<file path="config.mk">
export PLATFORM = sky130hd
export DESIGN_NAME = fleet_board_top
export DESIGN_NICKNAME = d
export VERILOG_FILES = /design/src/logic/fleet_pkg.sv /design/src/logic/fleet_cmd_if.sv /design/src/logic/fleet_upd_if.sv /design/src/logic/cmd_decode.sv /design/src/logic/fleet_place.sv /design/src/logic/board_grid.sv /design/src/logic/fleet_board_top.sv
export SDC_FILE = /design/constraint.sdc
export NUM_CORES = 1
export LEC_CHECK = 0
export ABC_CLOCK_PERIOD_IN_PS = 7700
export BUFFER_PORTS_ARGS = -buffer_cell sky130_fd_sc_hd__buf_2
export CELL_PAD_IN_SITES_DETAIL_PLACEMENT = 1
export CELL_PAD_IN_SITES_GLOBAL_PLACEMENT = 1
export CORE_MARGIN = 2
export CORE_UTILIZATION = 35
export CTS_CLUSTER_DIAMETER = 120
export DETAILED_ROUTE_END_ITERATION = 10
export GPL_ROUTABILITY_DRIVEN = 1
export PLACE_DENSITY_LB_ADDON = 0.1
export SYNTH_ARGS = -nofsm -noshare
export SYNTH_HDL_FRONTEND = slang
export SYNTH_HIERARCHICAL = 1
export SYNTH_SLANG_ARGS = --single-unit
</file>
<file path="constraint.sdc">
create_clock -name clk -period 7.7 [get_ports clk]
set_input_delay 0.77 -clock clk [delete_from_list [all_inputs] [get_ports clk]]
set_output_delay 0.77 -clock clk [all_outputs]
set_load 0.01 [all_outputs]
</file>
<file path="src/logic/fleet_pkg.sv">
`default_nettype none

package fleet_pkg;

    // ==========================================================
    // Board coordinates and cell contents
    // ==========================================================

    // Row or column index. Three bits cover boards up to 8 by 8.
    typedef logic [2:0] coord_t;

    // Ship code. Zero is an empty cell, code k is the ship of length k.
    typedef logic [2:0] ship_t;

    // ==========================================================
    // Commands, results and game phase
    // ==========================================================

    // CMD_BAD is a place or fire whose coordinates fall off the grid.
    typedef enum logic [2:0] {
        CMD_NONE  = 3'd0,
        CMD_CLEAR = 3'd1,
        CMD_PLACE = 3'd2,
        CMD_FIRE  = 3'd3,
        CMD_BAD   = 3'd4
    } cmd_kind_e;

    typedef enum logic [2:0] {
        RES_PLACED   = 3'd0,
        RES_REJECTED = 3'd1,
        RES_MISS     = 3'd2,
        RES_HIT      = 3'd3,
        RES_SUNK     = 3'd4,
        RES_REPEAT   = 3'd5
    } result_e;

    typedef enum logic {
        PH_PLACING = 1'b0,
        PH_BATTLE  = 1'b1
    } phase_e;

endpackage

`default_nettype wire

</file>
<file path="src/logic/fleet_cmd_if.sv">
`timescale 1ns/10ps
`default_nettype none

// Decoded command, one stage after the input pins.
interface fleet_cmd_if;
    import fleet_pkg::*;

    logic      valid;
    logic      enable;
    cmd_kind_e kind;
    coord_t    row;
    coord_t    col;

    modport src (
        output valid, enable, kind, row, col
    );

    modport dst (
        input valid, enable, kind, row, col
    );

endinterface

`default_nettype wire

</file>
<file path="src/logic/fleet_upd_if.sv">
`timescale 1ns/10ps
`default_nettype none

// Decided update, one stage before the cell store.
interface fleet_upd_if;
    import fleet_pkg::*;

    logic      valid;
    cmd_kind_e kind;
    coord_t    row;
    coord_t    col;
    ship_t     ship;
    result_e   result;
    logic      last;

    modport src (
        output valid, kind, row, col, ship, result, last
    );

    modport dst (
        input valid, kind, row, col, ship, result, last
    );

endinterface

`default_nettype wire

</file>
<file path="src/logic/cmd_decode.sv">
`timescale 1ns/10ps
`default_nettype none

module cmd_decode #(
    parameter int BOARD_N = 5
) (
    input  logic             clk,
    input  logic             arst_n,
    input  logic             place_enable,
    input  logic             place,
    input  logic             fire,
    input  fleet_pkg::coord_t row,
    input  fleet_pkg::coord_t col,
    fleet_cmd_if.src         cmd
);

    import fleet_pkg::*;

    logic      enable_q;
    logic      in_range;
    cmd_kind_e kind_d;

    // A restart edge wins over any strobe at the same edge.
    // Fire wins over place.
    always_comb begin
        in_range = (int'(row) < BOARD_N) && (int'(col) < BOARD_N);
        if (place_enable && !enable_q) begin
            kind_d = CMD_CLEAR;
        end else if (fire || place) begin
            if (!in_range) begin
                kind_d = CMD_BAD;
            end else if (fire) begin
                kind_d = CMD_FIRE;
            end else begin
                kind_d = CMD_PLACE;
            end
        end else begin
            kind_d = CMD_NONE;
        end
    end

    always_ff @(posedge clk or negedge arst_n) begin
        if (!arst_n) begin
            enable_q   <= 1'b0;
            cmd.enable <= 1'b0;
            cmd.valid  <= 1'b0;
            cmd.kind   <= CMD_NONE;
        end else begin
            enable_q   <= place_enable;
            cmd.enable <= place_enable;
            cmd.valid  <= (kind_d != CMD_NONE);
            cmd.kind   <= kind_d;
        end
    end

    always_ff @(posedge clk) begin
        cmd.row <= row;
        cmd.col <= col;
    end

endmodule

`default_nettype wire

</file>
<file path="src/logic/fleet_place.sv">
`timescale 1ns/10ps
`default_nettype none

module fleet_place #(
    parameter int BOARD_N    = 5,
    parameter int FLEET_SIZE = 5
) (
    input  logic     clk,
    input  logic     arst_n,
    fleet_cmd_if.dst cmd,
    fleet_upd_if.src upd
);

    import fleet_pkg::*;

    phase_e                           phase;
    ship_t                            ships_left;
    logic [BOARD_N-1:0][BOARD_N-1:0]  occ;
    logic [BOARD_N-1:0][BOARD_N-1:0]  shot;

    logic [BOARD_N-1:0] span;
    logic               fits;
    result_e            res_d;
    cmd_kind_e          kind_d;
    logic               last_d;

    // ==========================================================
    // Placement check
    // ==========================================================

    // The ship ends at col and runs ships_left cells toward column 0.
    always_comb begin
        for (int c = 0; c < BOARD_N; c++) begin
            span[c] = (c <= int'(cmd.col)) && (c > int'(cmd.col) - int'(ships_left));
        end
        fits = (int'(cmd.col) >= int'(ships_left) - 1) && ((occ[cmd.row] & span) == '0);
    end

    // ==========================================================
    // Decision
    // ==========================================================

    always_comb begin
        res_d  = RES_REJECTED;
        kind_d = cmd.kind;
        last_d = 1'b0;
        case (cmd.kind)
            CMD_PLACE: begin
                if (phase == PH_PLACING && cmd.enable && fits) begin
                    res_d  = RES_PLACED;
                    last_d = (ships_left == ship_t'(1));
                end
            end
            CMD_FIRE: begin
                if (phase == PH_BATTLE) begin
                    if (shot[cmd.row][cmd.col]) begin
                        res_d = RES_REPEAT;
                    end else if (occ[cmd.row][cmd.col]) begin
                        res_d = RES_HIT;
                    end else begin
                        res_d = RES_MISS;
                    end
                end
            end
            CMD_BAD: begin
                // Reported as the command the phase expects.
                kind_d = (phase == PH_BATTLE) ? CMD_FIRE : CMD_PLACE;
            end
            default: begin
            end
        endcase
    end

    // ==========================================================
    // Phase, counter and maps
    // ==========================================================

    always_ff @(posedge clk or negedge arst_n) begin
        if (!arst_n) begin
            phase      <= PH_PLACING;
            ships_left <= ship_t'(FLEET_SIZE);
            occ        <= '0;
            shot       <= '0;
            upd.valid  <= 1'b0;
        end else begin
            upd.valid <= cmd.valid;
            if (cmd.valid) begin
                if (cmd.kind == CMD_CLEAR) begin
                    phase      <= PH_PLACING;
                    ships_left <= ship_t'(FLEET_SIZE);
                    occ        <= '0;
                    shot       <= '0;
                end else if (res_d == RES_PLACED) begin
                    occ[cmd.row] <= occ[cmd.row] | span;
                    ships_left   <= ships_left - ship_t'(1);
                    if (last_d) begin
                        phase <= PH_BATTLE;
                    end
                end else if (res_d == RES_HIT || res_d == RES_MISS) begin
                    shot[cmd.row][cmd.col] <= 1'b1;
                end
            end
        end
    end

    always_ff @(posedge clk) begin
        upd.kind   <= kind_d;
        upd.row    <= cmd.row;
        upd.col    <= cmd.col;
        upd.ship   <= ships_left;
        upd.result <= res_d;
        upd.last   <= last_d;
    end

endmodule

`default_nettype wire

</file>
<file path="src/logic/board_grid.sv">
`timescale 1ns/10ps
`default_nettype none

module board_grid #(
    parameter int BOARD_N    = 5,
    parameter int FLEET_SIZE = 5
) (
    input  logic               clk,
    input  logic               arst_n,
    fleet_upd_if.dst           upd,
    output logic               result_valid,
    output fleet_pkg::result_e result,
    output fleet_pkg::ship_t   result_ship,
    output logic               fleet_placed,
    output logic               all_sunk,
    input  fleet_pkg::coord_t  rd_row,
    input  fleet_pkg::coord_t  rd_col,
    output fleet_pkg::ship_t   rd_code
);

    import fleet_pkg::*;

    // Cells of the whole fleet, 1 + 2 + ... + FLEET_SIZE.
    localparam int TOTAL_CELLS = FLEET_SIZE * (FLEET_SIZE + 1) / 2;
    localparam int TOTAL_W     = $clog2(TOTAL_CELLS + 1);

    typedef logic [TOTAL_W-1:0] total_t;

    ship_t  code [BOARD_N][BOARD_N];
    ship_t  hits_left [1:FLEET_SIZE];
    total_t total_left;

    logic    tgt_ok;
    ship_t   tgt;
    logic    sink;
    ship_t   ship_d;
    logic [BOARD_N-1:0] span;

    // ==========================================================
    // Target cell lookup
    // ==========================================================

    always_comb begin
        tgt_ok = (int'(upd.row) < BOARD_N) && (int'(upd.col) < BOARD_N);
        tgt    = tgt_ok ? code[upd.row][upd.col] : '0;
        sink   = (upd.result == RES_HIT) && (hits_left[tgt] == ship_t'(1));
        for (int c = 0; c < BOARD_N; c++) begin
            span[c] = (c <= int'(upd.col)) && (c > int'(upd.col) - int'(upd.ship));
        end
        case (upd.result)
            RES_PLACED:   ship_d = upd.ship;
            RES_REJECTED: ship_d = '0;
            default:      ship_d = tgt;
        endcase
    end

    // ==========================================================
    // Cell codes, hit counts and flags
    // ==========================================================

    always_ff @(posedge clk or negedge arst_n) begin
        if (!arst_n) begin
            result_valid <= 1'b0;
            fleet_placed <= 1'b0;
            all_sunk     <= 1'b0;
            total_left   <= '0;
            for (int r = 0; r < BOARD_N; r++) begin
                for (int c = 0; c < BOARD_N; c++) begin
                    code[r][c] <= '0;
                end
            end
            for (int k = 1; k <= FLEET_SIZE; k++) begin
                hits_left[k] <= '0;
            end
        end else begin
            result_valid <= upd.valid && (upd.kind != CMD_CLEAR);
            if (upd.valid) begin
                if (upd.kind == CMD_CLEAR) begin
                    fleet_placed <= 1'b0;
                    all_sunk     <= 1'b0;
                    total_left   <= '0;
                    for (int r = 0; r < BOARD_N; r++) begin
                        for (int c = 0; c < BOARD_N; c++) begin
                            code[r][c] <= '0;
                        end
                    end
                    for (int k = 1; k <= FLEET_SIZE; k++) begin
                        hits_left[k] <= '0;
                    end
                end else if (upd.result == RES_PLACED) begin
                    for (int c = 0; c < BOARD_N; c++) begin
                        if (span[c]) begin
                            code[upd.row][c] <= upd.ship;
                        end
                    end
                    hits_left[upd.ship] <= upd.ship;
                    total_left          <= total_left + total_t'(upd.ship);
                    if (upd.last) begin
                        fleet_placed <= 1'b1;
                    end
                end else if (upd.result == RES_HIT) begin
                    hits_left[tgt] <= hits_left[tgt] - ship_t'(1);
                    total_left     <= total_left - total_t'(1);
                    // Last unhit cell of the fleet.
                    if (total_left == total_t'(1)) begin
                        all_sunk <= 1'b1;
                    end
                end
            end
        end
    end

    always_ff @(posedge clk) begin
        result      <= sink ? RES_SUNK : upd.result;
        result_ship <= ship_d;
    end

    // Display read port.
    assign rd_code = ((int'(rd_row) < BOARD_N) && (int'(rd_col) < BOARD_N))
                   ? code[rd_row][rd_col] : '0;

endmodule

`default_nettype wire

</file>
<file path="src/logic/fleet_board_top.sv">
`timescale 1ns/10ps
`default_nettype none

module fleet_board_top #(
    parameter int BOARD_N    = 5,
    parameter int FLEET_SIZE = 5
) (
    input  logic               clk,
    input  logic               arst_n,
    input  logic               place_enable,
    input  logic               place,
    input  logic               fire,
    input  fleet_pkg::coord_t  row,
    input  fleet_pkg::coord_t  col,
    output logic               result_valid,
    output fleet_pkg::result_e result,
    output fleet_pkg::ship_t   result_ship,
    output logic               fleet_placed,
    output logic               all_sunk,
    input  fleet_pkg::coord_t  rd_row,
    input  fleet_pkg::coord_t  rd_col,
    output fleet_pkg::ship_t   rd_code
);

    fleet_cmd_if i_cmd_if ();
    fleet_upd_if i_upd_if ();

    // Stage 1. Decode.
    cmd_decode #(
        .BOARD_N (BOARD_N)
    ) i_cmd_decode (
        .clk          (clk),
        .arst_n       (arst_n),
        .place_enable (place_enable),
        .place        (place),
        .fire         (fire),
        .row          (row),
        .col          (col),
        .cmd          (i_cmd_if.src)
    );

    // Stage 2. Decide.
    fleet_place #(
        .BOARD_N    (BOARD_N),
        .FLEET_SIZE (FLEET_SIZE)
    ) i_fleet_place (
        .clk    (clk),
        .arst_n (arst_n),
        .cmd    (i_cmd_if.dst),
        .upd    (i_upd_if.src)
    );

    // Stage 3. Store and report.
    board_grid #(
        .BOARD_N    (BOARD_N),
        .FLEET_SIZE (FLEET_SIZE)
    ) i_board_grid (
        .clk          (clk),
        .arst_n       (arst_n),
        .upd          (i_upd_if.dst),
        .result_valid (result_valid),
        .result       (result),
        .result_ship  (result_ship),
        .fleet_placed (fleet_placed),
        .all_sunk     (all_sunk),
        .rd_row       (rd_row),
        .rd_col       (rd_col),
        .rd_code      (rd_code)
    );

endmodule

`default_nettype wire

</file>
==> tab_implementation.tex, run 1 <==
\begin{tabular}{lr}
\hline
Metric & Value \\
\hline
\multicolumn{2}{l}{\textbf{Floorplanning}} \\
\quad Floorplan die area & 30600 sq um \\
\quad Die X-Extent & 175 um \\
\quad Number of primary I/O pins & 29 \\
\quad Height of the chip & 175 um \\
\quad Effective utilization at floorplan & 35.6\% \\
\quad \# rows & 62 \\
\quad Core ar. & 28800 sq um \\
\multicolumn{2}{l}{\textbf{Clock network}} \\
\quad Clock sinks & 185 \\
\quad Total of cells resized after clock tree synthesis & 0 \\
\quad CTS Hold Buffers Added & 0 \\
\quad Number of buffers between clock root and the deepest sink & 2 \\
\quad Depth of the CTS H-tree & 4 \\
\quad Total setup buffers inserted after CTS & 0 \\
\quad Clock-pin slew reported for the worst setup and hold paths after clock tree synthesis & 0.08 ns \\
\quad Clock Tree Root & clkbuf\_16 \\
\quad Worst-Skew Late Latency & 0.45 ns \\
\quad TritonCTS clock tree & yes \\
\quad Clock buffers created by TritonCTS & 17 \\
\multicolumn{2}{l}{\textbf{Finish}} \\
\quad Area grow syn2layout & 10.1\% \\
\quad Layout filler cell count & 3183 \\
\quad Multi-input logic area & 5270 sq um \\
\quad Highest-count cells in the layout ignoring fill and taps & dfrtp\_1, nand2\_1, a32o\_1, o21ai\_0, nor2\_1 \\
\quad Final Net Count & 1023 \\
\quad FF+latch area & 4490 sq um \\
\quad Leading cell type in the layout, fill and taps excluded & dfrtp\_1 \\
\quad Fraction of layout cells with a size suffix above 1 & 12.9\% \\
\quad Final standard cell area without fillers & 11300 sq um \\
\quad N\_diodes & 0 \\
\multicolumn{2}{l}{\textbf{Yosys}} \\
\quad Area leader, netlist & dfrtp\_1 \\
\quad Mean instance size in the synthesized netlist & 10.3 sq um \\
\quad Area share of the leading cell type in the synthesized netlist & 37.9\% \\
\quad Share of synthesized flip-flops with an asynchronous set or reset & 84.9\% \\
\quad Post-synthesis sequential area ratio & 43.9\% \\
\quad Most frequently used flop master after synthesis & dfrtp\_1 \\
\quad Warnings from Yosys & 6 \\
\quad Synthesis-stage register bit count & 185 \\
\quad EDFF count, synth & 0 \\
\quad Largest cells by area after synthesis & dfrtp\_1, a32o\_1, dfxtp\_1 \\
\quad Net Count, Synth & 1032 \\
\quad Syn Inst Count & 994 \\
\quad Mapped Area & 10200 sq um \\
\quad Distinct cell type count of the synthesized netlist & 81 \\
\multicolumn{2}{l}{\textbf{Route}} \\
\quad DRT iter0 DRCs & 547 \\
\quad \# DRC & 0 \\
\quad Vias per Instance & 6.12 \\
\quad Wirelength, routed & 33.9 mm \\
\quad DR vias & 8463 \\
\quad Iteration count of the initial detailed-routing pass & 5 \\
\quad WL per Instance & 24.5 um \\
\quad Final ANT Viol Nets & 0 \\
\multicolumn{2}{l}{\textbf{GRT}} \\
\quad Global routing met1 resource utilization & 28.8\% \\
\quad GR met3 Demand/Resource & 3.94\% \\
\quad Initial antenna violation count & 0 \\
\quad Vias in the first global route & 9017 \\
\quad Global-route wire length before repair & 53.8 mm \\
\quad GR Util All Layers & 22.8\% \\
\quad Maximum number of pins on one net before global-route repair & 58 \\
\quad Leftover overflow at the end of global routing & 0 \\
\quad Met2 track demand over resource in global routing & 40.0\% \\
\quad Grt peak-use layer & met2 \\
\multicolumn{2}{l}{\textbf{Pwr}} \\
\quad Worst vdd ir & 150 uV \\
\quad Static leakage & 4.68 nW \\
\quad Overall power after layout & 0.00276 W \\
\quad Ratio of total power to cell area & 245 nW/um\^{}2 \\
\multicolumn{2}{l}{\textbf{Critical path}} \\
\quad Buffering stage count on the worst path with inverters included & 1 \\
\quad Signal arrival time at the worst endpoint & 4.34 ns \\
\quad Reg-to-reg setup timing slack & 3.71 ns \\
\quad Endpoint of the lowest-slack register-to-register path & i\_board\_grid/hits\_left[4] \\
\quad WP depth & 12 \\
\quad Setup CP Type & reg2reg \\
\quad Largest fanout on the critical path & 46 \\
\quad Critical path capture point type & flip-flop \\
\quad Origin of the critical flop-to-flop path & i\_fleet\_place/upd.row[0] \\
\quad Crit path top cell by count & mux2i\_1 \\
\quad Delay contributed by the slowest stage of the critical path & 0.75 ns \\
\quad Type of origin of the critical path & flip-flop \\
\quad Setup crit end & i\_board\_grid/hits\_left[4] \\
\quad Worst Path Required & 8.06 ns \\
\quad Master of the slowest instance on the critical path & a32oi\_2 \\
\quad Crit path from & i\_fleet\_place/upd.row[0] \\
\quad Crit path max-delay family & compound AO/OA/AOI/OAI gates \\
\quad Critical path cell sequence & buf\_4 -> mux2i\_1 -> o21ai\_1 -> a2111oi\_2 -> nor2\_1 -> a32oi\_2 -> mux2i\_1 -> nand2\_1 -> a31oi\_1 -> ha\_1 -> or3\_1 -> o31ai\_1 \\
\quad Depth of the worst register-to-register path & 12 \\
\multicolumn{2}{l}{\textbf{Hold path}} \\
\quad Path class of the lowest-slack min-delay path & in2async \\
\multicolumn{2}{l}{\textbf{STA}} \\
\quad Worst Max-Slew Pin Slew & 1.20 ns \\
\quad Worst-case setup margin in the final layout & 3.71 ns \\
\quad Sum Neg Setup Slack & 0 ns \\
\quad Number of failing hold endpoints at the final stage & 0 \\
\quad Worst clock skew & 0.0137 ns \\
\quad Max-slew violation count & 0 \\
\quad Tightest slew margin relative to the limit & 19.7\% \\
\quad Tmin final & 3.99 ns \\
\quad Final period util & 51.8\% \\
\quad Setup repair after global routing missed its margin & false \\
\quad FMAX & 251 MHz \\
\quad Final setup violation count & 0 \\
\multicolumn{2}{l}{\textbf{Placement}} \\
\quad Buffers on Ports & 28 \\
\quad Final weighted congestion in routability-driven placement & 0.802 \\
\quad Detailed placer's ending HPWL & 23.3 mm \\
\quad Worst setup slack before clock tree synthesis & 3.70 ns \\
\quad Placement-stage cell area & 10700 sq um \\
\multicolumn{2}{l}{\textbf{Status}} \\
\quad Status & finished, final reports clean \\
\multicolumn{2}{l}{\textbf{Job}} \\
\quad Count of max-cap constraint violations & 0 \\
\hline
\end{tabular}
==> state kept, by name, summed over array words and instances (netlist names), 4 cells and up <==
register,cells
i_board_grid/hits_left,15
i_board_grid/total_left,4
i_board_grid/code,75
i_fleet_place/shot,25
i_fleet_place/occ,25
==> worst min-delay path by stage <==
stage / to
after floorplan: i_fleet_place/upd.valid
after CTS: i_board_grid/total_left[3]
after global placement: i_fleet_place/upd.ship[1]
final: i_board_grid/total_left[3]
after global routing: i_board_grid/total_left[3]
after detailed placement: i_fleet_place/upd.ship[1]
==> cells by family after synthesis <==
group	Yosys count	synth area share, %
compound gates	351	27.0
simple gates	246	12.1
flops	185	43.9
buf+inv	116	4.79
mux	67	8.73
fa+ha+maj	21	2.79
xor+xnor	8	0.684
==> metrics by stage <==
step | hold WS, ns | util [%] | cells
finish | 0.247 | 39.2 | 1382
global route | 0.276 | 39.2 | 1382
CTS | 0.277 | 39.2 | 1382
detailed placement | 0.416 | 37.1 | 1350
global placement | 0.430 | 37.1 | 1350
floorplan | 0.352 | - | 994
==> worst register-to-register path: cells and delay by family, from the launching register on <==
family / cells / cell delay [ns]
AND/OR/NAND/NOR: 3 / 0.54
adder cells (fa/ha/maj): 1 / 0.33
multiplexers: 2 / 0.59
AO/OA/AOI/OAI: 5 / 1.67
buffers and inverters: 1 / 0.46
flip-flops: 1 / 0.32
==> synthesized netlist by cell type, drive strengths merged (8+ instances only) <==
| cell | instances |
|---|---|
| nand3 | 11 |
| nor2 | 46 |
| buf | 25 |
| mux2 | 12 |
| nor3 | 23 |
| and3 | 14 |
| a32o | 78 |
| a211o | 15 |
| dfrtp | 155 |
| o221ai | 17 |
| dfxtp | 28 |
| or3 | 8 |
| o22ai | 8 |
| and2 | 12 |
| a2bb2oi | 9 |
| clkbuf | 48 |
| ha | 18 |
| a31oi | 8 |
| inv | 43 |
| o41ai | 10 |
| nand3b | 11 |
| mux4 | 16 |
| a21oi | 21 |
| o21ai | 82 |
| mux2i | 39 |
| o2bb2ai | 11 |
| a211oi | 9 |
| nand2 | 88 |
| o21a | 9 |
| nor2b | 11 |
| a221oi | 18 |
==> area by class of cell <==
cell class                 count  area share (%)
multi-input combinational    693            46.8
sequential                   185            39.9
tap                          384            4.26
clock buffer                  17            3.77
timing repair buffer          45            2.43
inverter                      43            1.43
clock inverter                15            1.48
==> where the power goes <==
| group | leakage (nW) | internal [W] | switching (W) |
|---|---|---|---|
| Clock | 0.294 | 0.000441 | 0.000460 |
| Sequential | 2.38 | 0.00106 | 0.0000877 |
| Combinational | 2.01 | 0.000240 | 0.000470 |
| Total | 4.68 | 0.00174 | 0.00102 |
==> per-layer routing <==
metal  part of all wire, %  vias up
li1                      -     3837
met1                    44     4407
met2                    51      185
met3                   3.8       34
met4                   1.7        0
met5                     0        -
Note: power is estimated with default switching activity, not from simulation.
==> run 2, diff against run 1 <==
--- a/config.mk
+++ b/config.mk
@@ -5,7 +5,7 @@
 export SDC_FILE = /design/constraint.sdc
 export NUM_CORES = 1
 export LEC_CHECK = 0
-export ABC_CLOCK_PERIOD_IN_PS = 7700
+export ABC_CLOCK_PERIOD_IN_PS = 3410
 export BUFFER_PORTS_ARGS = -buffer_cell sky130_fd_sc_hd__buf_2
 export CELL_PAD_IN_SITES_DETAIL_PLACEMENT = 1
 export CELL_PAD_IN_SITES_GLOBAL_PLACEMENT = 1
==> constraint.sdc (replaced) <==
create_clock -name clk -period 3.41 [get_ports clk]
set_input_delay 0.341 -clock clk [delete_from_list [all_inputs] [get_ports clk]]
set_output_delay 0.341 -clock clk [all_outputs]
set_load 0.01 [all_outputs]
==> tab_implementation.tex, run 2 (synthesis results as in run 1) <==
\begin{tabular}{lr}
\hline
Metric & Value \\
\hline
\multicolumn{2}{l}{\textbf{Pwr}} \\
\quad Switch Pwr & 0.00233 W (was 0.00102 W) \\
\quad Ratio of total power to cell area & 529 nW/um\^{}2 (was 245 nW/um\^{}2) \\
\quad Static leakage & 5.07 nW (was 4.68 nW) \\
\quad Internal cell power & 0.00402 W (was 0.00174 W) \\
\quad Proportion of power drawn by the clock network & 31.5\% (was 32.6\%) \\
\quad Logic gate share of total power & 27.9\% (was 25.7\%) \\
\quad Worst vdd ir & 363 uV (was 150 uV) \\
\quad Power share of the sequential group & 40.6\% (was 41.7\%) \\
\quad Sw Share & 36.7\% (was 36.9\%) \\
\multicolumn{2}{l}{\textbf{Finish}} \\
\quad Highest-count cells in the layout ignoring fill and taps & dfrtp\_1, nand2\_1, a32o\_1, buf\_4, o21ai\_0 (was dfrtp\_1, nand2\_1, a32o\_1, o21ai\_0, nor2\_1) \\
\quad Fraction of layout cells with a size suffix above 1 & 19.5\% (was 12.9\%) \\
\quad N\_diodes & 0 (unchanged) \\
\quad Largest registers ranked by flip-flop count & i\_board\_grid/code x75, i\_fleet\_place/occ x25, i\_fleet\_place/shot x25 (unchanged) \\
\quad Final Net Count & 1096 (was 1023) \\
\quad Biggest register & i\_board\_grid/code (unchanged) \\
\quad Leading cell type in the layout, fill and taps excluded & dfrtp\_1 (unchanged) \\
\quad Final standard cell area without fillers & 12000 sq um (was 11300 sq um) \\
\quad Number of flip-flops under the largest register name & 75 (unchanged) \\
\quad Area grow syn2layout & 17.5\% (was 10.1\%) \\
\multicolumn{2}{l}{\textbf{STA}} \\
\quad FMAX & 304 MHz (was 251 MHz) \\
\quad Final setup violation count & 0 (unchanged) \\
\quad Final period util & 96.5\% (was 51.8\%) \\
\quad Number of failing hold endpoints at the final stage & 0 (unchanged) \\
\quad Worst Max-Slew Pin Slew & 1.09 ns (was 1.20 ns) \\
\quad Worst clock skew & 0.0113 ns (was 0.0137 ns) \\
\quad Setup repair after global routing missed its margin & false (unchanged) \\
\quad Tightest slew margin relative to the limit & 26.9\% (was 19.7\%) \\
\quad Sum Neg Setup Slack & 0 ns (unchanged) \\
\quad Max-slew violation count & 0 (unchanged) \\
\quad Tmin final & 3.29 ns (was 3.99 ns) \\
\multicolumn{2}{l}{\textbf{GRT}} \\
\quad Global-route wire length before repair & 55.8 mm (was 53.8 mm) \\
\quad Leftover overflow at the end of global routing & 0 (unchanged) \\
\quad Vias in the first global route & 9171 (was 9017) \\
\quad Maximum number of pins on one net before global-route repair & 63 (was 58) \\
\quad Initial antenna violation count & 0 (unchanged) \\
\quad GR Util All Layers & 23.5\% (was 22.8\%) \\
\multicolumn{2}{l}{\textbf{Clock network}} \\
\quad Worst-Skew Late Latency & 0.45 ns (about the same) \\
\quad Depth of the CTS H-tree & 4 (unchanged) \\
\quad Clock-pin slew reported for the worst setup and hold paths after clock tree synthesis & 0.08 ns (about the same) \\
\quad Clock Tree Root & clkbuf\_16 (unchanged) \\
\quad TritonCTS clock tree & yes (unchanged) \\
\quad Clock buffers created by TritonCTS & 17 (unchanged) \\
\quad Number of buffers between clock root and the deepest sink & 2 (unchanged) \\
\quad Clock sinks & 185 (unchanged) \\
\multicolumn{2}{l}{\textbf{Critical path}} \\
\quad Critical path capture point type & flip-flop (unchanged) \\
\quad Setup CP Type & reg2reg (unchanged) \\
\quad Worst Path Required & 3.69 ns (was 8.06 ns) \\
\quad Buffering stage count on the worst path with inverters included & 2 (was 1) \\
\quad WP depth & 10 (was 12) \\
\quad Master of the slowest instance on the critical path & dfxtp\_4 (was a32oi\_2) \\
\quad Critical path cell sequence & clkbuf\_4 -> mux2\_2 -> a221oi\_2 -> o21ai\_2 -> a32oi\_4 -> buf\_4 -> mux2\_2 -> a211oi\_2 -> xor2\_1 -> o41ai\_2 (was buf\_4 -> mux2i\_1 -> o21ai\_1 -> a2111oi\_2 -> nor2\_1 -> a32oi\_2 -> mux2i\_1 -> nand2\_1 -> a31oi\_1 -> ha\_1 -> or3\_1 -> o31ai\_1) \\
\quad Type of origin of the critical path & flip-flop (unchanged) \\
\quad Crit path max-delay family & compound AO/OA/AOI/OAI gates (unchanged) \\
\quad Depth of the worst register-to-register path & 10 (was 12) \\
\quad Largest fanout on the critical path & 6 (was 46) \\
\quad Crit path top cell by count & mux2\_2 (was mux2i\_1) \\
\quad Signal arrival time at the worst endpoint & 3.57 ns (was 4.34 ns) \\
\quad Delay contributed by the slowest stage of the critical path & 0.42 ns (was 0.75 ns) \\
\multicolumn{2}{l}{\textbf{Route}} \\
\quad Final ANT Viol Nets & 0 (unchanged) \\
\quad WL per Instance & 24.2 um (was 24.5 um) \\
\quad Vias per Instance & 5.98 (was 6.12) \\
\quad Iteration count of the initial detailed-routing pass & 5 (unchanged) \\
\quad DR vias & 8707 (was 8463) \\
\quad \# DRC & 0 (unchanged) \\
\quad DRT iter0 DRCs & 673 (was 547) \\
\quad Wirelength, routed & 35.1 mm (was 33.9 mm) \\
\multicolumn{2}{l}{\textbf{Floorplanning}} \\
\quad Die X-Extent & 175 um (unchanged) \\
\quad Height of the chip & 175 um (unchanged) \\
\quad Number of primary I/O pins & 29 (unchanged) \\
\quad Effective utilization at floorplan & 35.6\% (unchanged) \\
\quad Core ar. & 28800 sq um (unchanged) \\
\quad Floorplan die area & 30600 sq um (unchanged) \\
\quad \# rows & 62 (unchanged) \\
\multicolumn{2}{l}{\textbf{Job}} \\
\quad Count of max-cap constraint violations & 0 (unchanged) \\
\multicolumn{2}{l}{\textbf{Placement}} \\
\quad Final weighted congestion in routability-driven placement & 0.839 (was 0.802) \\
\quad Placement-stage cell area & 11100 sq um (was 10700 sq um) \\
\quad Detailed placer's ending HPWL & 24.2 mm (was 23.3 mm) \\
\quad Buffers on Ports & 28 (unchanged) \\
\multicolumn{2}{l}{\textbf{Hold path}} \\
\quad Path class of the lowest-slack min-delay path & in2reg (was in2async) \\
\quad Worst Hold Path Cells & 1 \\
\multicolumn{2}{l}{\textbf{Status}} \\
\quad Status & finished, final reports clean (unchanged) \\
\hline
\end{tabular}
[run 2: power by group through the flow]
| stage | registers [W] | logic [W] | clock network [W] |
|---|---|---|---|
| after global routing | 0.00261 | 0.00196 | 0.00217 |
| after global placement | 0.00262 | 0.00169 | 0 |
| after CTS | 0.00258 | 0.00173 | 0.00208 |
| after detailed placement | 0.00262 | 0.00171 | 0 |
| final | 0.00258 | 0.00177 | 0.00200 |
| after floorplan | 0.00256 | 0.00112 | 0 |
[run 2: cell type report]
cell class,count,area [sq um]
Clock inverter,15,154
Inverter,43,161
Tap cell,384,480
Fill cell,3209,16800
Multi-Input combinational cell,694,5400
Timing Repair Buffer,117,910
Clock buffer,17,425
Sequential cell,185,4500
[run 2: final timing paths]
kind                                                  start                    endpoint  slack (ns)
worst max-delay path               i_fleet_place/upd.row[0]   i_board_grid/hits_left[8]        0.12
worst max register to register     i_fleet_place/upd.row[0]   i_board_grid/hits_left[8]        0.12
min in group asynchronous                            arst_n  i_board_grid/total_left[0]        0.45
worst min register to register  i_fleet_place/ships_left[1]   i_fleet_place/upd.ship[1]        0.44
max in group asynchronous                            arst_n       i_board_grid/code[17]        2.03
worst min-delay path                                 col[0]     i_cmd_decode/cmd.col[0]        0.03
[run 2: stage by stage]
step / instances / power (W) / setup slack [ns] / util, % / hold slack, ns
after global routing: 1455 / 0.00673 / 0.00858 / 41.8 / 0.00878
after floorplan: 994 / 0.00369 / 0.355 / - / 0.0454
after CTS: 1444 / 0.00639 / 0.00354 / 41.0 / 0.0126
final: 1455 / 0.00636 / 0.118 / 41.8 / 0.0290
after global placement: 1405 / 0.00431 / -0.135 / 38.7 / 0.386
after detailed placement: 1405 / 0.00433 / -0.141 / 38.7 / 0.380
[run 2: layer usage]
layer	track usage (%)	wire, um
met3	3.33	1050
met4	7.40	850
met2	40.2	17300
met1	30.8	16000
met5	0	0
[run 2: repair_timing]
item / in CTS / in global routing
endpoints found under the setup margin: 10 / 40
gates cloned: 1 / 1
pin swaps: 1 / 4
hold endpoints to repair: 61 / 0
hold buffers: 6 / 0
gates resized for setup: 3 / 20
buffers inserted: 0 / 10
==> run 3, diff against run 2 <==
--- a/config.mk
+++ b/config.mk
@@ -15,6 +15,7 @@
 export DETAILED_ROUTE_END_ITERATION = 10
 export GPL_ROUTABILITY_DRIVEN = 1
 export PLACE_DENSITY_LB_ADDON = 0.1
+export RECOVER_POWER = 25
 export SYNTH_ARGS = -nofsm -noshare
 export SYNTH_HDL_FRONTEND = slang
 export SYNTH_HIERARCHICAL = 1
==> tab_implementation.tex, run 3 (synthesis results as in run 1) <==
\begin{tabular}{lr}
\hline
Metric & Value \\
\hline
\multicolumn{2}{l}{\textbf{Critical path}} \\
\quad Critical path cell sequence & clkbuf\_4 -> mux2\_2 -> a221oi\_2 -> o21ai\_2 -> a32oi\_4 -> buf\_4 -> mux2\_2 -> a211oi\_2 -> xor2\_1 -> o41ai\_2 (unchanged) \\
\quad Delay contributed by the slowest stage of the critical path & 0.42 ns (about the same) \\
\quad Critical path capture point type & flip-flop (unchanged) \\
\quad Buffering stage count on the worst path with inverters included & 2 (unchanged) \\
\quad Crit path top cell by count & mux2\_2 (unchanged) \\
\quad Setup CP Type & reg2reg (unchanged) \\
\quad Worst Path Required & 3.69 ns (about the same) \\
\quad Largest fanout on the critical path & 6 (unchanged) \\
\quad Signal arrival time at the worst endpoint & 3.57 ns (about the same) \\
\quad Crit path max-delay family & compound AO/OA/AOI/OAI gates (unchanged) \\
\quad Type of origin of the critical path & flip-flop (unchanged) \\
\quad Master of the slowest instance on the critical path & dfxtp\_4 (unchanged) \\
\multicolumn{2}{l}{\textbf{Finish}} \\
\quad Biggest register & i\_board\_grid/code (unchanged) \\
\quad Finished Core Util & 41.6\% (was 41.8\%) \\
\quad Final Net Count & 1096 (unchanged) \\
\quad Largest registers ranked by flip-flop count & i\_board\_grid/code x75, i\_fleet\_place/occ x25, i\_fleet\_place/shot x25 (unchanged) \\
\quad Number of flip-flops under the largest register name & 75 (unchanged) \\
\quad Layout filler cell count & 3216 (was 3209) \\
\quad Leading cell type in the layout, fill and taps excluded & dfrtp\_1 (unchanged) \\
\quad Fraction of layout cells with a size suffix above 1 & 18.0\% (was 19.5\%) \\
\quad FF+latch area & 4500 sq um (unchanged) \\
\quad N\_diodes & 0 (unchanged) \\
\quad Area grow syn2layout & 17.0\% (was 17.5\%) \\
\quad Count of non-filler cells in the finished layout & 1455 (unchanged) \\
\quad Multi-input logic area & 5400 sq um (unchanged) \\
\quad Highest-count cells in the layout ignoring fill and taps & dfrtp\_1, nand2\_1, a32o\_1, buf\_4, o21ai\_0 (unchanged) \\
\multicolumn{2}{l}{\textbf{Clock network}} \\
\quad Depth of the CTS H-tree & 4 (unchanged) \\
\quad Clock sinks & 185 (unchanged) \\
\quad Number of buffers between clock root and the deepest sink & 2 (unchanged) \\
\quad Clock buffers created by TritonCTS & 17 (unchanged) \\
\quad Worst-Skew Late Latency & 0.45 ns (about the same) \\
\quad Clock-pin slew reported for the worst setup and hold paths after clock tree synthesis & 0.08 ns (about the same) \\
\quad Clock Tree Root & clkbuf\_16 (unchanged) \\
\quad TritonCTS clock tree & yes (unchanged) \\
\multicolumn{2}{l}{\textbf{STA}} \\
\quad Worst-case setup margin in the final layout & 0.121 ns (was 0.118 ns) \\
\quad Tmin final & 3.29 ns (about the same) \\
\quad Sum Neg Setup Slack & 0 ns (unchanged) \\
\quad FMAX & 304 MHz (about the same) \\
\quad Worst Max-Slew Pin Slew & 1.73 ns (was 1.09 ns) \\
\quad Final period util & 96.5\% (about the same) \\
\quad Max-slew violation count & 63 (was 0) \\
\quad Final setup violation count & 0 (unchanged) \\
\quad Worst clock skew & 0.0118 ns (was 0.0113 ns) \\
\quad Setup repair after global routing missed its margin & false (unchanged) \\
\quad Tightest slew margin relative to the limit & -15.0\% (was 26.9\%) \\
\quad Number of failing hold endpoints at the final stage & 0 (unchanged) \\
\multicolumn{2}{l}{\textbf{Placement}} \\
\quad Worst setup slack before clock tree synthesis & -0.141 ns (unchanged) \\
\quad Buffers on Ports & 28 (unchanged) \\
\quad Final weighted congestion in routability-driven placement & 0.839 (unchanged) \\
\quad Detailed placer's ending HPWL & 24.2 mm (unchanged) \\
\quad Post-Place Cells & 1405 (unchanged) \\
\multicolumn{2}{l}{\textbf{Pwr}} \\
\quad Static leakage & 5.02 nW (was 5.07 nW) \\
\quad Ratio of total power to cell area & 529 nW/um\^{}2 (about the same) \\
\quad Overall power after layout & 0.00634 W (was 0.00636 W) \\
\quad Worst vdd ir & 364 uV (was 363 uV) \\
\multicolumn{2}{l}{\textbf{Floorplanning}} \\
\quad Floorplan die area & 30600 sq um (unchanged) \\
\quad Effective utilization at floorplan & 35.6\% (unchanged) \\
\quad Height of the chip & 175 um (unchanged) \\
\quad Number of primary I/O pins & 29 (unchanged) \\
\quad Die X-Extent & 175 um (unchanged) \\
\quad \# rows & 62 (unchanged) \\
\quad Core ar. & 28800 sq um (unchanged) \\
\multicolumn{2}{l}{\textbf{Status}} \\
\quad Failing checks & max-capacitance violations, max-slew violations \\
\quad Status & finished, violations left (was finished, final reports clean) \\
\multicolumn{2}{l}{\textbf{Job}} \\
\quad Count of max-cap constraint violations & 1 (was 0) \\
\multicolumn{2}{l}{\textbf{Route}} \\
\quad \# DRC & 0 (unchanged) \\
\quad Final ANT Viol Nets & 0 (unchanged) \\
\quad DRT iter0 DRCs & 621 (was 673) \\
\quad DR vias & 8714 (was 8707) \\
\quad Wirelength, routed & 35.2 mm (was 35.1 mm) \\
\quad WL per Instance & 24.2 um (about the same) \\
\quad Vias per Instance & 5.99 (was 5.98) \\
\quad Iteration count of the initial detailed-routing pass & 5 (unchanged) \\
\multicolumn{2}{l}{\textbf{GRT}} \\
\quad GR Util All Layers & 23.5\% (unchanged) \\
\quad Vias in the first global route & 9171 (unchanged) \\
\quad Maximum number of pins on one net before global-route repair & 63 (unchanged) \\
\quad Global-route wire length before repair & 55.8 mm (unchanged) \\
\quad Leftover overflow at the end of global routing & 0 (unchanged) \\
\quad Initial antenna violation count & 0 (unchanged) \\
\multicolumn{2}{l}{\textbf{Hold path}} \\
\quad Path class of the lowest-slack min-delay path & in2reg (unchanged) \\
\hline
\end{tabular}
[run 3: cell types whose count changed in the layout (fill, tap and decap cells not counted)]
| cell | previous run | this run |
|---|---|---|
| clkbuf_1 | 0 | 16 |
| buf_2 | 27 | 18 |
| buf_4 | 76 | 69 |
| buf_6 | 1 | 0 |
| clkbuf_2 | 0 | 1 |
[run 3: worst reg2reg max path, stage by stage (launching register included)]
cell	delay, ns
dfxtp_4	0.42
clkbuf_4	0.22
mux2_2	0.36
a221oi_2	0.25
o21ai_2	0.12
a32oi_4	0.40
buf_4	0.20
mux2_2	0.35
a211oi_2	0.34
xor2_1	0.34
o41ai_2	0.12
[run 3: metrics by stage]
stage	hold slack [ns]	cell area, sq um
2_1_floorplan	0.0454	10200
3_3_place_gp	0.386	11100
3_5_place_dp	0.380	11100
4_1_cts	0.0126	11800
5_1_grt	0.0299	12000
6_report	0.0370	12000
[run 3: final timing paths]
path	start	cells after the start	endpoint	slack, ns
min in group asynchronous	arst_n	2	i_board_grid/total_left[0]	0.86
min	place_enable	1	i_cmd_decode/cmd.enable	0.04
min reg2reg	i_fleet_place/ships_left[1]	0	i_fleet_place/upd.ship[1]	0.44
max in group asynchronous	arst_n	3	i_board_grid/code[17]	1.23
max reg2reg	i_fleet_place/upd.row[0]	10	i_board_grid/hits_left[8]	0.12
max	i_fleet_place/upd.row[0]	10	i_board_grid/hits_left[8]	0.12
[run 3: final cells by class]
type / instances / area share, %
flip-flops and latches: 185 / 37.6
well taps: 384 / 4.01
clock buffers: 17 / 3.55
inverters: 43 / 1.35
multi-input cells: 694 / 45.0
clock inverters: 15 / 1.28
repair buffers: 117 / 7.22
[run 3: routing by layer]
metal / global-route usage [%] / wire [um]
met4: 7.40 / 892
met2: 40.2 / 17300
met1: 30.8 / 15900
met5: 0 / 0
met3: 3.33 / 1130
[run 3: timing repair]
item,in CTS,in global routing
resized for setup,3,20
hold endpoints to repair,61,0
endpoints found under the setup margin,10,40
cloned,1,1
buffers inserted,0,10
hold buffers,6,0
pin swaps,1,4
[run 3: power by group]
group	internal, W	switching, W
Combinational	0.000631	0.00113
Clock	0.000981	0.00102
Sequential	0.00240	0.000183
